File: config.mk
export PLATFORM = sky130hd
export DESIGN_NAME = fdc_ctrl_top
export DESIGN_NICKNAME = d
export VERILOG_FILES = /design/src/logic/fdc_pkg.sv /design/src/logic/fdc_host_port.sv /design/src/logic/fdc_result_fifo.sv /design/src/logic/fdc_command_sequencer.sv /design/src/logic/fdc_seek_engine.sv /design/src/logic/fdc_ctrl_top.sv
export SDC_FILE = /design/constraint.sdc
export NUM_CORES = 1
export LEC_CHECK = 0
export BUFFER_PORTS_ARGS = -buffer_cell sky130_fd_sc_hd__buf_2
export CAP_MARGIN = 10
export CORE_UTILIZATION = 45
export DETAILED_ROUTE_END_ITERATION = 8
export PLACE_DENSITY_LB_ADDON = 0.3
export SLEW_MARGIN = 20
export SYNTH_ARGS = -nofsm -noshare
export SYNTH_HDL_FRONTEND = slang
export SYNTH_SLANG_ARGS = --single-unit
export TNS_END_PERCENT = 20
File: constraint.sdc
create_clock -name i_clk_sys -period 3.3 [get_ports i_clk_sys]
set_clock_uncertainty 0.1 [all_clocks]
set_input_delay 0.33 -clock i_clk_sys [delete_from_list [all_inputs] [get_ports i_clk_sys]]
set_output_delay 0.33 -clock i_clk_sys [all_outputs]
set_load 0.02 [all_outputs]
File: src/logic/fdc_pkg.sv
/*
 * shared definitions for the floppy controller command path
 * command opcodes, sequencer states, bus and drive structs,
 * step timer, result FIFO and status register constants
 */

package fdc_pkg;

	// ==================================================================
	// encodings
	// ==================================================================

	// low five bits of the command byte
	typedef enum logic [4:0] {
		OP_SPECIFY     = 5'h03,
		OP_SENSE_DRIVE = 5'h04,
		OP_RECALIBRATE = 5'h07,
		OP_SENSE_INT   = 5'h08,
		OP_SEEK        = 5'h0F
	} fdc_opcode_e;

	typedef enum logic [2:0] {
		SEQ_IDLE,
		SEQ_SPEC_P1,     // step rate / head unload byte
		SEQ_SPEC_P2,     // head load byte, discarded
		SEQ_SDRV_P,
		SEQ_RECAL_P,
		SEQ_SEEK_DRV,
		SEQ_SEEK_CYL,
		SEQ_EXEC         // results being pushed
	} seq_state_e;

	// ==================================================================
	// structs
	// ==================================================================

	typedef struct packed {
		logic       strobe;
		logic [7:0] data;
	} host_byte_t;

	typedef struct packed {
		logic       strobe;
		logic       drive;
		logic [7:0] target;   // 0 for recalibrate
	} seek_cmd_t;

	typedef struct packed {
		logic       ready;
		logic       write_protect;
		logic       two_sided;
		logic [7:0] track_count;
	} drive_info_t;

	typedef struct packed {
		logic [7:0] pcn;      // present cylinder
		logic       busy;
		logic       int_pending;
		logic       seek_ok;
	} drive_seek_t;

	// ==================================================================
	// constants
	// ==================================================================

	localparam int STEP_CYCLES_PER_MS = 4000;
	localparam int STEP_PRESCALE_W    = $clog2(STEP_CYCLES_PER_MS);

	localparam int RESULT_FIFO_DEPTH = 8;
	localparam int RESULT_PTR_W      = 3;

	// main status register bits
	localparam int MSR_D0B = 0;
	localparam int MSR_D1B = 1;
	localparam int MSR_CB  = 4;
	localparam int MSR_DIO = 6;
	localparam int MSR_RQM = 7;

	localparam logic [7:0] ST0_INVALID       = 8'h80;
	localparam logic [7:0] ST0_SEEK_END      = 8'h20;
	localparam logic [7:0] ST0_ABNORMAL_SEEK = 8'hE8;

endpackage

File: src/logic/fdc_host_port.sv
/*
 * host bus port
 * read/write line sync and falling edge detect, one strobe per access,
 * read mux between status, result FIFO head and FF
 */

`timescale 1ns/1ps

module fdc_host_port (
	input  logic                i_clk_sys,
	input  logic                i_reset,
	input  logic                i_a0,
	input  logic                i_rd_n,
	input  logic                i_wr_n,
	input  logic [7:0]          i_din,
	input  logic [7:0]          i_msr,
	input  logic [7:0]          i_fifo_data,
	input  logic                i_fifo_not_empty,
	output logic [7:0]          o_dout,
	output fdc_pkg::host_byte_t o_cmd,
	output logic                o_fifo_pop
);

	logic       rd_q1, rd_q2;
	logic       wr_q1, wr_q2;
	logic       a0_q;
	logic [7:0] din_q;
	logic       rd_fall, wr_fall;

	always_ff @(posedge i_clk_sys) begin
		if (i_reset) begin
			rd_q1 <= 1'b1;   // bus idles high
			rd_q2 <= 1'b1;
			wr_q1 <= 1'b1;
			wr_q2 <= 1'b1;
		end else begin
			rd_q1 <= i_rd_n;
			rd_q2 <= rd_q1;
			wr_q1 <= i_wr_n;
			wr_q2 <= wr_q1;
		end
	end

	// address and data sampled alongside the strobes
	always_ff @(posedge i_clk_sys) begin
		a0_q  <= i_a0;
		din_q <= i_din;
	end

	assign rd_fall = rd_q2 & ~rd_q1;
	assign wr_fall = wr_q2 & ~wr_q1;

	assign o_cmd.strobe = wr_fall & a0_q;   // a0 low writes go nowhere
	assign o_cmd.data   = din_q;
	assign o_fifo_pop   = rd_fall & a0_q & i_fifo_not_empty;

	always_ff @(posedge i_clk_sys) begin
		if (i_reset) begin
			o_dout <= 8'h00;
		end else if (rd_fall) begin
			if (!a0_q)
				o_dout <= i_msr;
			else if (i_fifo_not_empty)
				o_dout <= i_fifo_data;
			else
				o_dout <= 8'hFF;   // read past end of results
		end
	end

endmodule

File: src/logic/fdc_result_fifo.sv
/*
 * result byte queue
 * circular buffer between the command sequencer and the host port
 */

`timescale 1ns/1ps

module fdc_result_fifo (
	input  logic       i_clk_sys,
	input  logic       i_reset,
	input  logic       i_push,
	input  logic [7:0] i_push_data,
	input  logic       i_pop,
	output logic [7:0] o_head,
	output logic       o_not_empty
);

	logic [7:0]                       mem [fdc_pkg::RESULT_FIFO_DEPTH];
	logic [fdc_pkg::RESULT_PTR_W-1:0] wr_ptr, rd_ptr;
	logic [fdc_pkg::RESULT_PTR_W:0]   count;
	logic                             do_push, do_pop;

	// full push and empty pop are dropped
	assign do_push = i_push &&
		(count != (fdc_pkg::RESULT_PTR_W + 1)'(fdc_pkg::RESULT_FIFO_DEPTH));
	assign do_pop  = i_pop && (count != '0);

	always_ff @(posedge i_clk_sys) begin
		if (do_push)
			mem[wr_ptr] <= i_push_data;
	end

	always_ff @(posedge i_clk_sys) begin
		if (i_reset) begin
			wr_ptr <= '0;
			rd_ptr <= '0;
			count  <= '0;
		end else begin
			if (do_push)
				wr_ptr <= wr_ptr + 1'b1;   // depth is a power of two, wraps itself
			if (do_pop)
				rd_ptr <= rd_ptr + 1'b1;
			case ({do_push, do_pop})
				2'b10:   count <= count + 1'b1;
				2'b01:   count <= count - 1'b1;
				default: count <= count;
			endcase
		end
	end

	assign o_head      = mem[rd_ptr];
	assign o_not_empty = (count != '0);

endmodule

File: src/logic/fdc_command_sequencer.sv
/*
 * command sequencer
 * opcode decode, parameter collection, result byte generation
 * for sense interrupt, sense drive and invalid commands,
 * seek/specify requests to the seek engine, main status byte
 */

`timescale 1ns/1ps

module fdc_command_sequencer (
	input  logic                       i_clk_sys,
	input  logic                       i_reset,
	input  fdc_pkg::host_byte_t        i_cmd,
	input  logic                       i_fifo_not_empty,
	input  fdc_pkg::drive_info_t [1:0] i_drive,
	input  fdc_pkg::drive_seek_t [1:0] i_seek_stat,
	output logic                       o_push,
	output logic [7:0]                 o_push_data,
	output fdc_pkg::seek_cmd_t         o_seek,
	output logic                       o_srt_load,
	output logic [3:0]                 o_srt,
	output logic                       o_int_ack,
	output logic                       o_int_ack_drive,
	output logic                       o_int_clear_all,
	output logic [7:0]                 o_msr
);

	fdc_pkg::seq_state_e  state;
	fdc_pkg::fdc_opcode_e opcode;
	logic                 seek_drv;    // drive byte of a seek
	logic [7:0]           res0, res1;  // res0 is next to push
	logic [1:0]           res_cnt;

	// sense interrupt result, picked from the pending flags
	logic                 si_any, si_drv;
	logic [7:0]           si_st0, si_pcn;
	// sense drive status result
	logic                 sd_drv;
	fdc_pkg::drive_info_t sd_info;
	logic [7:0]           sd_byte;

	assign opcode = fdc_pkg::fdc_opcode_e'(i_cmd.data[4:0]);

	always_comb begin
		si_any = i_seek_stat[0].int_pending | i_seek_stat[1].int_pending;
		si_drv = ~i_seek_stat[0].int_pending;   // drive 0 wins
		si_pcn = i_seek_stat[si_drv].pcn;
		if (!si_any)
			si_st0 = fdc_pkg::ST0_INVALID;
		else if (i_seek_stat[si_drv].seek_ok)
			si_st0 = fdc_pkg::ST0_SEEK_END | {7'd0, si_drv};
		else
			si_st0 = fdc_pkg::ST0_ABNORMAL_SEEK | {7'd0, si_drv};
	end

	always_comb begin
		sd_drv  = i_cmd.data[0];
		sd_info = i_drive[sd_drv];
		sd_byte = {1'b0,
			sd_info.write_protect & sd_info.ready,          // wp
			sd_info.ready,                                  // ready
			sd_info.ready & (i_seek_stat[sd_drv].pcn == 8'd0), // track 0
			sd_info.ready & sd_info.two_sided,              // two side
			2'b00,                                          // head, us1
			sd_drv};
	end

	// ==================================================================
	// command FSM
	// ==================================================================

	always_ff @(posedge i_clk_sys) begin
		if (i_reset) begin
			state           <= fdc_pkg::SEQ_IDLE;
			res_cnt         <= 2'd0;
			seek_drv        <= 1'b0;
			o_seek          <= '0;
			o_srt_load      <= 1'b0;
			o_srt           <= 4'd0;
			o_int_ack       <= 1'b0;
			o_int_ack_drive <= 1'b0;
			o_int_clear_all <= 1'b0;
		end else begin
			// strobes last one cycle
			o_seek.strobe   <= 1'b0;
			o_srt_load      <= 1'b0;
			o_int_ack       <= 1'b0;
			o_int_clear_all <= 1'b0;

			case (state)
				fdc_pkg::SEQ_IDLE:
				if (i_cmd.strobe && !i_fifo_not_empty) begin
					case (opcode)
						fdc_pkg::OP_SPECIFY: begin
							o_int_clear_all <= 1'b1;
							state           <= fdc_pkg::SEQ_SPEC_P1;
						end
						fdc_pkg::OP_SENSE_DRIVE: begin
							o_int_clear_all <= 1'b1;
							state           <= fdc_pkg::SEQ_SDRV_P;
						end
						fdc_pkg::OP_RECALIBRATE: begin
							o_int_clear_all <= 1'b1;
							state           <= fdc_pkg::SEQ_RECAL_P;
						end
						fdc_pkg::OP_SEEK: begin
							o_int_clear_all <= 1'b1;
							state           <= fdc_pkg::SEQ_SEEK_DRV;
						end
						fdc_pkg::OP_SENSE_INT: begin
							res0            <= si_st0;
							res1            <= si_pcn;
							res_cnt         <= si_any ? 2'd2 : 2'd1;
							o_int_ack       <= si_any;
							o_int_ack_drive <= si_drv;
							state           <= fdc_pkg::SEQ_EXEC;
						end
						default: begin   // anything else is invalid
							res0    <= fdc_pkg::ST0_INVALID;
							res_cnt <= 2'd1;
							state   <= fdc_pkg::SEQ_EXEC;
						end
					endcase
				end

				fdc_pkg::SEQ_SPEC_P1:
				if (i_cmd.strobe) begin
					o_srt      <= i_cmd.data[7:4];   // step rate nibble
					o_srt_load <= 1'b1;
					state      <= fdc_pkg::SEQ_SPEC_P2;
				end

				fdc_pkg::SEQ_SPEC_P2:
				if (i_cmd.strobe)
					state <= fdc_pkg::SEQ_IDLE;

				fdc_pkg::SEQ_SDRV_P:
				if (i_cmd.strobe) begin
					res0    <= sd_byte;
					res_cnt <= 2'd1;
					state   <= fdc_pkg::SEQ_EXEC;
				end

				fdc_pkg::SEQ_RECAL_P:
				if (i_cmd.strobe) begin
					o_seek <= '{strobe: 1'b1, drive: i_cmd.data[0], target: 8'd0};
					state  <= fdc_pkg::SEQ_IDLE;
				end

				fdc_pkg::SEQ_SEEK_DRV:
				if (i_cmd.strobe) begin
					seek_drv <= i_cmd.data[0];
					state    <= fdc_pkg::SEQ_SEEK_CYL;
				end

				fdc_pkg::SEQ_SEEK_CYL:
				if (i_cmd.strobe) begin
					o_seek <= '{strobe: 1'b1, drive: seek_drv, target: i_cmd.data};
					state  <= fdc_pkg::SEQ_IDLE;
				end

				fdc_pkg::SEQ_EXEC: begin
					res0    <= res1;   // shift next byte down
					res_cnt <= res_cnt - 2'd1;
					if (res_cnt == 2'd1)
						state <= fdc_pkg::SEQ_IDLE;
				end

				default: state <= fdc_pkg::SEQ_IDLE;
			endcase
		end
	end

	assign o_push      = (state == fdc_pkg::SEQ_EXEC);
	assign o_push_data = res0;

	always_comb begin
		o_msr = 8'h00;
		o_msr[fdc_pkg::MSR_D0B] = i_seek_stat[0].busy;
		o_msr[fdc_pkg::MSR_D1B] = i_seek_stat[1].busy;
		o_msr[fdc_pkg::MSR_CB]  = (state != fdc_pkg::SEQ_IDLE) | i_fifo_not_empty;
		o_msr[fdc_pkg::MSR_DIO] = i_fifo_not_empty;
		o_msr[fdc_pkg::MSR_RQM] = (state != fdc_pkg::SEQ_EXEC);
	end

endmodule

File: src/logic/fdc_seek_engine.sv
/*
 * seek engine
 * shared millisecond step timer, per drive cylinder tracking,
 * busy and interrupt flags for two drives
 */

`timescale 1ns/1ps

module fdc_seek_engine (
	input  logic                       i_clk_sys,
	input  logic                       i_reset,
	input  fdc_pkg::seek_cmd_t         i_seek,
	input  logic                       i_srt_load,
	input  logic [3:0]                 i_srt,
	input  logic                       i_int_ack,
	input  logic                       i_int_ack_drive,
	input  logic                       i_int_clear_all,
	input  fdc_pkg::drive_info_t [1:0] i_drive,
	output fdc_pkg::drive_seek_t [1:0] o_stat
);

	logic [fdc_pkg::STEP_PRESCALE_W-1:0] prescale;
	logic [3:0]                          srt;
	logic [3:0]                          ms_cnt;
	logic                                ms_tick, step_tick;

	logic [7:0] pcn [2];
	logic [7:0] ncn [2];   // target cylinder
	logic       busy [2];
	logic       int_pend [2];

	function automatic logic seek_valid(input fdc_pkg::drive_info_t info,
	                                    input logic [7:0] target);
		return (target == 8'd0) || (info.ready && (target < info.track_count));
	endfunction

	// ==================================================================
	// step timer, 16 - srt ms per step
	// ==================================================================

	assign ms_tick = (prescale ==
		(fdc_pkg::STEP_PRESCALE_W)'(fdc_pkg::STEP_CYCLES_PER_MS - 1));
	assign step_tick = ms_tick && (ms_cnt == 4'hF);

	always_ff @(posedge i_clk_sys) begin
		if (i_reset) begin
			prescale <= '0;
			srt      <= 4'd0;
			ms_cnt   <= 4'd0;
		end else if (i_srt_load) begin
			prescale <= '0;
			srt      <= i_srt;
			ms_cnt   <= i_srt;
		end else if (ms_tick) begin
			prescale <= '0;
			ms_cnt   <= (ms_cnt == 4'hF) ? srt : ms_cnt + 4'd1;
		end else begin
			prescale <= prescale + 1'b1;
		end
	end

	// ==================================================================
	// per drive seek, both drives in parallel
	// ==================================================================

	always_ff @(posedge i_clk_sys) begin
		for (int d = 0; d < 2; d++) begin
			if (i_reset) begin
				pcn[d]      <= 8'd0;
				ncn[d]      <= 8'd0;
				busy[d]     <= 1'b0;
				int_pend[d] <= 1'b0;
			end else begin
				if (i_int_clear_all || (i_int_ack && i_int_ack_drive == 1'(d)))
					int_pend[d] <= 1'b0;

				if (i_seek.strobe && i_seek.drive == 1'(d)) begin
					ncn[d] <= i_seek.target;
					if (seek_valid(i_drive[d], i_seek.target)) begin
						busy[d]     <= 1'b1;
						int_pend[d] <= 1'b0;
					end else begin
						busy[d]     <= 1'b0;
						int_pend[d] <= 1'b1;   // reports abnormal end
					end
				end else if (busy[d]) begin
					if (pcn[d] == ncn[d]) begin
						busy[d]     <= 1'b0;
						int_pend[d] <= 1'b1;
					end else if (step_tick) begin
						pcn[d] <= (pcn[d] > ncn[d]) ? pcn[d] - 8'd1 : pcn[d] + 8'd1;
					end
				end
			end
		end
	end

	always_comb begin
		for (int d = 0; d < 2; d++) begin
			o_stat[d].pcn         = pcn[d];
			o_stat[d].busy        = busy[d];
			o_stat[d].int_pending = int_pend[d];
			o_stat[d].seek_ok     = (pcn[d] == ncn[d]) && i_drive[d].ready;
		end
	end

endmodule

File: src/logic/fdc_ctrl_top.sv
/*
 * floppy controller command path top level
 * host port, command sequencer, result FIFO and seek engine
 */

`timescale 1ns/1ps

module fdc_ctrl_top (
	input  logic                       i_clk_sys,
	input  logic                       i_reset,
	input  logic                       i_a0,
	input  logic                       i_rd_n,
	input  logic                       i_wr_n,
	input  logic [7:0]                 i_din,
	input  fdc_pkg::drive_info_t [1:0] i_drive,
	output logic [7:0]                 o_dout
);

	fdc_pkg::host_byte_t        cmd;
	fdc_pkg::seek_cmd_t         seek;
	fdc_pkg::drive_seek_t [1:0] seek_stat;
	logic [7:0]                 msr;
	logic [7:0]                 fifo_head;
	logic                       fifo_not_empty;
	logic                       fifo_pop;
	logic                       push;
	logic [7:0]                 push_data;
	logic                       srt_load;
	logic [3:0]                 srt;
	logic                       int_ack, int_ack_drive, int_clear_all;

	fdc_host_port i_fdc_host_port (
		.i_clk_sys        (i_clk_sys),
		.i_reset          (i_reset),
		.i_a0             (i_a0),
		.i_rd_n           (i_rd_n),
		.i_wr_n           (i_wr_n),
		.i_din            (i_din),
		.i_msr            (msr),
		.i_fifo_data      (fifo_head),
		.i_fifo_not_empty (fifo_not_empty),
		.o_dout           (o_dout),
		.o_cmd            (cmd),
		.o_fifo_pop       (fifo_pop)
	);

	fdc_command_sequencer i_fdc_command_sequencer (
		.i_clk_sys        (i_clk_sys),
		.i_reset          (i_reset),
		.i_cmd            (cmd),
		.i_fifo_not_empty (fifo_not_empty),
		.i_drive          (i_drive),
		.i_seek_stat      (seek_stat),
		.o_push           (push),
		.o_push_data      (push_data),
		.o_seek           (seek),
		.o_srt_load       (srt_load),
		.o_srt            (srt),
		.o_int_ack        (int_ack),
		.o_int_ack_drive  (int_ack_drive),
		.o_int_clear_all  (int_clear_all),
		.o_msr            (msr)
	);

	fdc_result_fifo i_fdc_result_fifo (
		.i_clk_sys   (i_clk_sys),
		.i_reset     (i_reset),
		.i_push      (push),
		.i_push_data (push_data),
		.i_pop       (fifo_pop),
		.o_head      (fifo_head),
		.o_not_empty (fifo_not_empty)
	);

	fdc_seek_engine i_fdc_seek_engine (
		.i_clk_sys       (i_clk_sys),
		.i_reset         (i_reset),
		.i_seek          (seek),
		.i_srt_load      (srt_load),
		.i_srt           (srt),
		.i_int_ack       (int_ack),
		.i_int_ack_drive (int_ack_drive),
		.i_int_clear_all (int_clear_all),
		.i_drive         (i_drive),
		.o_stat          (seek_stat)
	);

endmodule

==> results by group <==
Drt
  – Pre-antenna DRT Iters: 7
  – DRC errors left: 0
  – Final routed wirelength across all metal layers: 19,300 um
  – DRT antenna net count: 0
  – Via density per instance: around 5.3
  – Count of vias placed by the detailed router: around 6,200
  – Routed wire length per instance: 16.5 um
  – 1st-iter DRT viols: 401

CTS
  – Number of levels the H-tree was split into: 4
  – Post-CTS Setup Repair Bufs: 0
  – Number of sinks driven by the clock tree: 194
  – Clock slew at the register clock pins of the worst setup and hold paths: 70 ps
  – Clock root buffer: sky130_fd_sc_hd__clkbuf_16
  – Num CTS Buffers: 17
  – CTS tree: yes
  – Clock buffer depth: 2
  – Later-pin clock latency in the skew report: 430 ps

STA
  – Final hold viol count: 0
  – Minimum clock period: 3170 ps
  – Number of setup violations in the final report: 0
  – Fraction of the cycle the final worst path needs: 95.9%
  – Maximum achievable frequency: 316 MHz
  – Worst Slack Setup Final: 134 ps
  – RSZ-0062 raised after global routing: yes
  – Transition time at the pin with the least slew margin: 846 ps
  – Relative slew margins: 43.5%
  – Number of max-slew violations in the final report: 0
  – Total negative slack: 0 ps

Floorplanning
  – Die extent in y: between 100 and 150 um
  – Die area: ~21,000 sq um
  – Die width: approximately 140 um
  – I/O pin total: 43
  – Core area: 19,700 sq um
  – Initial core utilization: 46.5%
  – Site Rows: 51

Final layout
  – Inserted Diodes: 0
  – Sequential cell area: 5040 sq um
  – Filler cell count: 1,689
  – Area of the multi-input gates: 3860 sq um
  – Fraction of layout instances using a drive strength above 1: a little under a fifth
  – Layout overhead on the synthesized area: 16.3%
  – Net count of the finished layout: 979

Run
  – Number of max-cap violations: 0

Global routing
  – Total routing resource utilization after global routing: 19.8%
  – Antenna violations before repair: 0
  – First-pass GRT wire length: between 30,000 and 40,000 um
  – Leftover overflow at the end of global routing: 0
  – Number of global-route vias before repair: 5,951
  – Largest net degree at the start of global routing: 23

Logic synthesis
  – Number of enable-type register cells in the synthesized netlist: 116
  – Number of nets produced by synthesis: 894
  – Post-synth top area cell: sky130_fd_sc_hd__edfxtp_1
  – Register bit count reported by yosys: 194
  – Syn Std Cell Area: 9160 sq um
  – Area fraction of the dominant cell type after synthesis: a little under two fifths
  – Gate count after technology mapping: 806
  – Main flop type after synthesis: sky130_fd_sc_hd__edfxtp_1
  – Post-synth ARST share: 0%
  – Mean post-synth cell area: around 11 sq um
  – Number of distinct library cells after synthesis: 67
  – Sequential share of the synthesized area: 55.1%
  – Biggest area contributors in the synthesized netlist: sky130_fd_sc_hd__edfxtp_1, sky130_fd_sc_hd__dfxtp_1, sky130_fd_sc_hd__ha_1
  – Count of yosys warnings during synthesis: 0

Power
  – Overall power after layout: 5.12 mW
  – Peak ir drop on the vdd network: 0.335 mV
  – LEAKAGE: 4.07 nW
  – Areal power density over the cells: a little under 500 nW/um^2

Place
  – Post-DP HPWL: ~14,000 um
  – Worst slack after detailed placement: -21.3 ps
  – Port bufs: between 40 and 50
  – Gp weighted congestion: 0.879

Setup path
  – Endpoint class of the critical path: flop
  – Type of the worst setup path: reg2reg
  – Crit path arrival time: 3340 ps
  – Largest fanout on the critical path: 6
  – Nature of the critical path startpoint: flop
  – CP Data Required Time: roughly 3500 ps

Outcome
  – Status: finished clean

Hold path
  – HP Class: in2reg
==> routing by layer <==
layer / vias up / track usage, % / wire length (um)
met1: 2974 / 25.7 / 8860
li1: 3097 / - / -
met3: 18 / 3.92 / 743
met4: 0 / 4.82 / 230
met5: - / 0 / 0
met2: 115 / 34.0 / 9440
==> through the flow <==
stage | util, % | instances | hold WS, ps | area (sq um)
finish | 54.0 | 1169 | 212 | 10700
global route | 54.0 | 1169 | 213 | 10700
CTS | 53.8 | 1169 | 209 | 10600
detailed placement | 50.2 | 1126 | 334 | 9890
global placement | 50.2 | 1126 | 333 | 9890
floorplan | - | 806 | 258 | 9160
==> registers in the layout, summed over array words and instances, names as in the netlist, 2 cells and up, named ones only <==
register                             count
i_fdc_seek_engine.ncn                   16
i_fdc_seek_engine.ms_cnt                 4
i_fdc_host_port.o_dout                   8
i_fdc_command_sequencer.o_srt            4
i_fdc_command_sequencer.o_push_data      8
i_fdc_command_sequencer.o_seek          10
i_fdc_host_port.din_q                    8
i_fdc_command_sequencer.state            3
i_fdc_seek_engine.srt                    4
i_fdc_seek_engine.pcn                   16
i_fdc_command_sequencer.res1             8
i_fdc_result_fifo.count                  4
i_fdc_result_fifo.rd_ptr                 3
i_fdc_seek_engine.int_pend               2
i_fdc_result_fifo.wr_ptr                 3
i_fdc_command_sequencer.res_cnt          2
i_fdc_seek_engine.busy                   2
i_fdc_seek_engine.prescale              12
i_fdc_result_fifo.mem                   64
==> critical path, cell delays in order (launching register included) <==
cell	delay (ps)
sky130_fd_sc_hd__edfxtp_1	400
sky130_fd_sc_hd__ha_1	360
sky130_fd_sc_hd__a211oi_2	230
sky130_fd_sc_hd__o21bai_1	140
sky130_fd_sc_hd__nor2_2	170
sky130_fd_sc_hd__nor2_4	80
sky130_fd_sc_hd__ha_1	350
sky130_fd_sc_hd__nor2b_1	170
sky130_fd_sc_hd__a311oi_2	310
sky130_fd_sc_hd__a21oi_1	130
sky130_fd_sc_hd__or4_1	410
sky130_fd_sc_hd__a21oi_1	150
==> final cells by class <==
cell class	count	share of cell area, %
clock buffer	19	4.46
clock inverter	13	1.26
inverter	49	1.73
multi-input combinational	536	36.3
sequential	194	47.3
tap	265	3.11
timing repair buffer	93	5.82
==> repair_timing <==
| item | in CTS | in global routing |
|---|---|---|
| hold buffers | 11 | 0 |
| endpoints found under the hold margin | 11 | 0 |
| gates resized for setup | 2 | 9 |
| pin swaps | 0 | 3 |
| setup endpoints to repair | 2 | 4 |
==> path summary, 6_finish.rpt <==
check	startpoint	end	slack (ps)	cells past startpoint
worst max-delay path	i_fdc_seek_engine.pcn[0][5]	i_fdc_seek_engine.pcn[0][7]	130	11
worst min-delay path	i_reset	i_fdc_result_fifo.wr_ptr[2]	210	2
worst max register to register	i_fdc_seek_engine.pcn[0][5]	i_fdc_seek_engine.pcn[0][7]	130	11
worst min register to register	i_fdc_host_port.o_dout[3]	i_fdc_host_port.o_dout[3]	360	2
==> where the power goes <==
| group | internal, mW | total (mW) | switching, mW | leakage [nW] |
|---|---|---|---|---|
| Combinational | 0.169 | 0.377 | 0.208 | 2.04 |
| Clock | 1.16 | 2.12 | 0.959 | 0.304 |
| Sequential | 2.59 | 2.62 | 0.0336 | 1.72 |
==> cells in the mapped netlist (all sizes together), types with 16 or more instances <==
library cell / instances
nor2: 92
dfxtp: 78
ha: 50
nand3: 25
edfxtp: 116
mux4: 16
clkbuf: 16
inv: 49
o21ai: 19
a21oi: 58
mux2i: 21
xor2: 16
nand2: 55
and2: 20
==> logic make-up (layout without fill, tap and decap cells) <==
kind of cell	after synthesis	count (layout)	share of synthesized area, %
multiplexers	45	45	7.21
buffers and inverters	76	174	3.25
AND/OR/NAND/NOR	280	280	15.3
adder cells (fa/ha/maj)	53	53	7.48
AO/OA/AOI/OAI	130	130	9.00
XOR/XNOR	28	28	2.68
flip-flops	194	194	55.1
==> cell usage in the layout, fill, tap and decap left out, drive strengths merged, types with 3 or more instances in the layout <==
cell type / netlist / layout
nand4: 11 / 11
and2: 20 / 20
a211oi: 8 / 8
a21oi: 58 / 58
nor2b: 13 / 13
dfxtp: 78 / 78
dlygate4sd3: 0 / 11
mux2i: 21 / 21
a21o: 6 / 6
nand3: 25 / 25
o21ai: 19 / 19
clkbuf: 16 / 19
o31ai: 3 / 3
fa: 3 / 3
or4: 3 / 3
a31oi: 3 / 3
mux4: 16 / 16
xor2: 16 / 16
edfxtp: 116 / 116
nor4: 6 / 6
nor2: 92 / 92
xnor2: 12 / 12
nand2b: 13 / 13
nor3: 12 / 12
ha: 50 / 50
buf: 11 / 82
a41o: 3 / 3
a211o: 3 / 3
mux2: 8 / 8
inv: 49 / 59
nor3b: 3 / 3
o21bai: 3 / 3
or2: 9 / 9
o211ai: 5 / 5
and3: 8 / 8
nand2: 55 / 55
(Power assumes the default switching activity.)
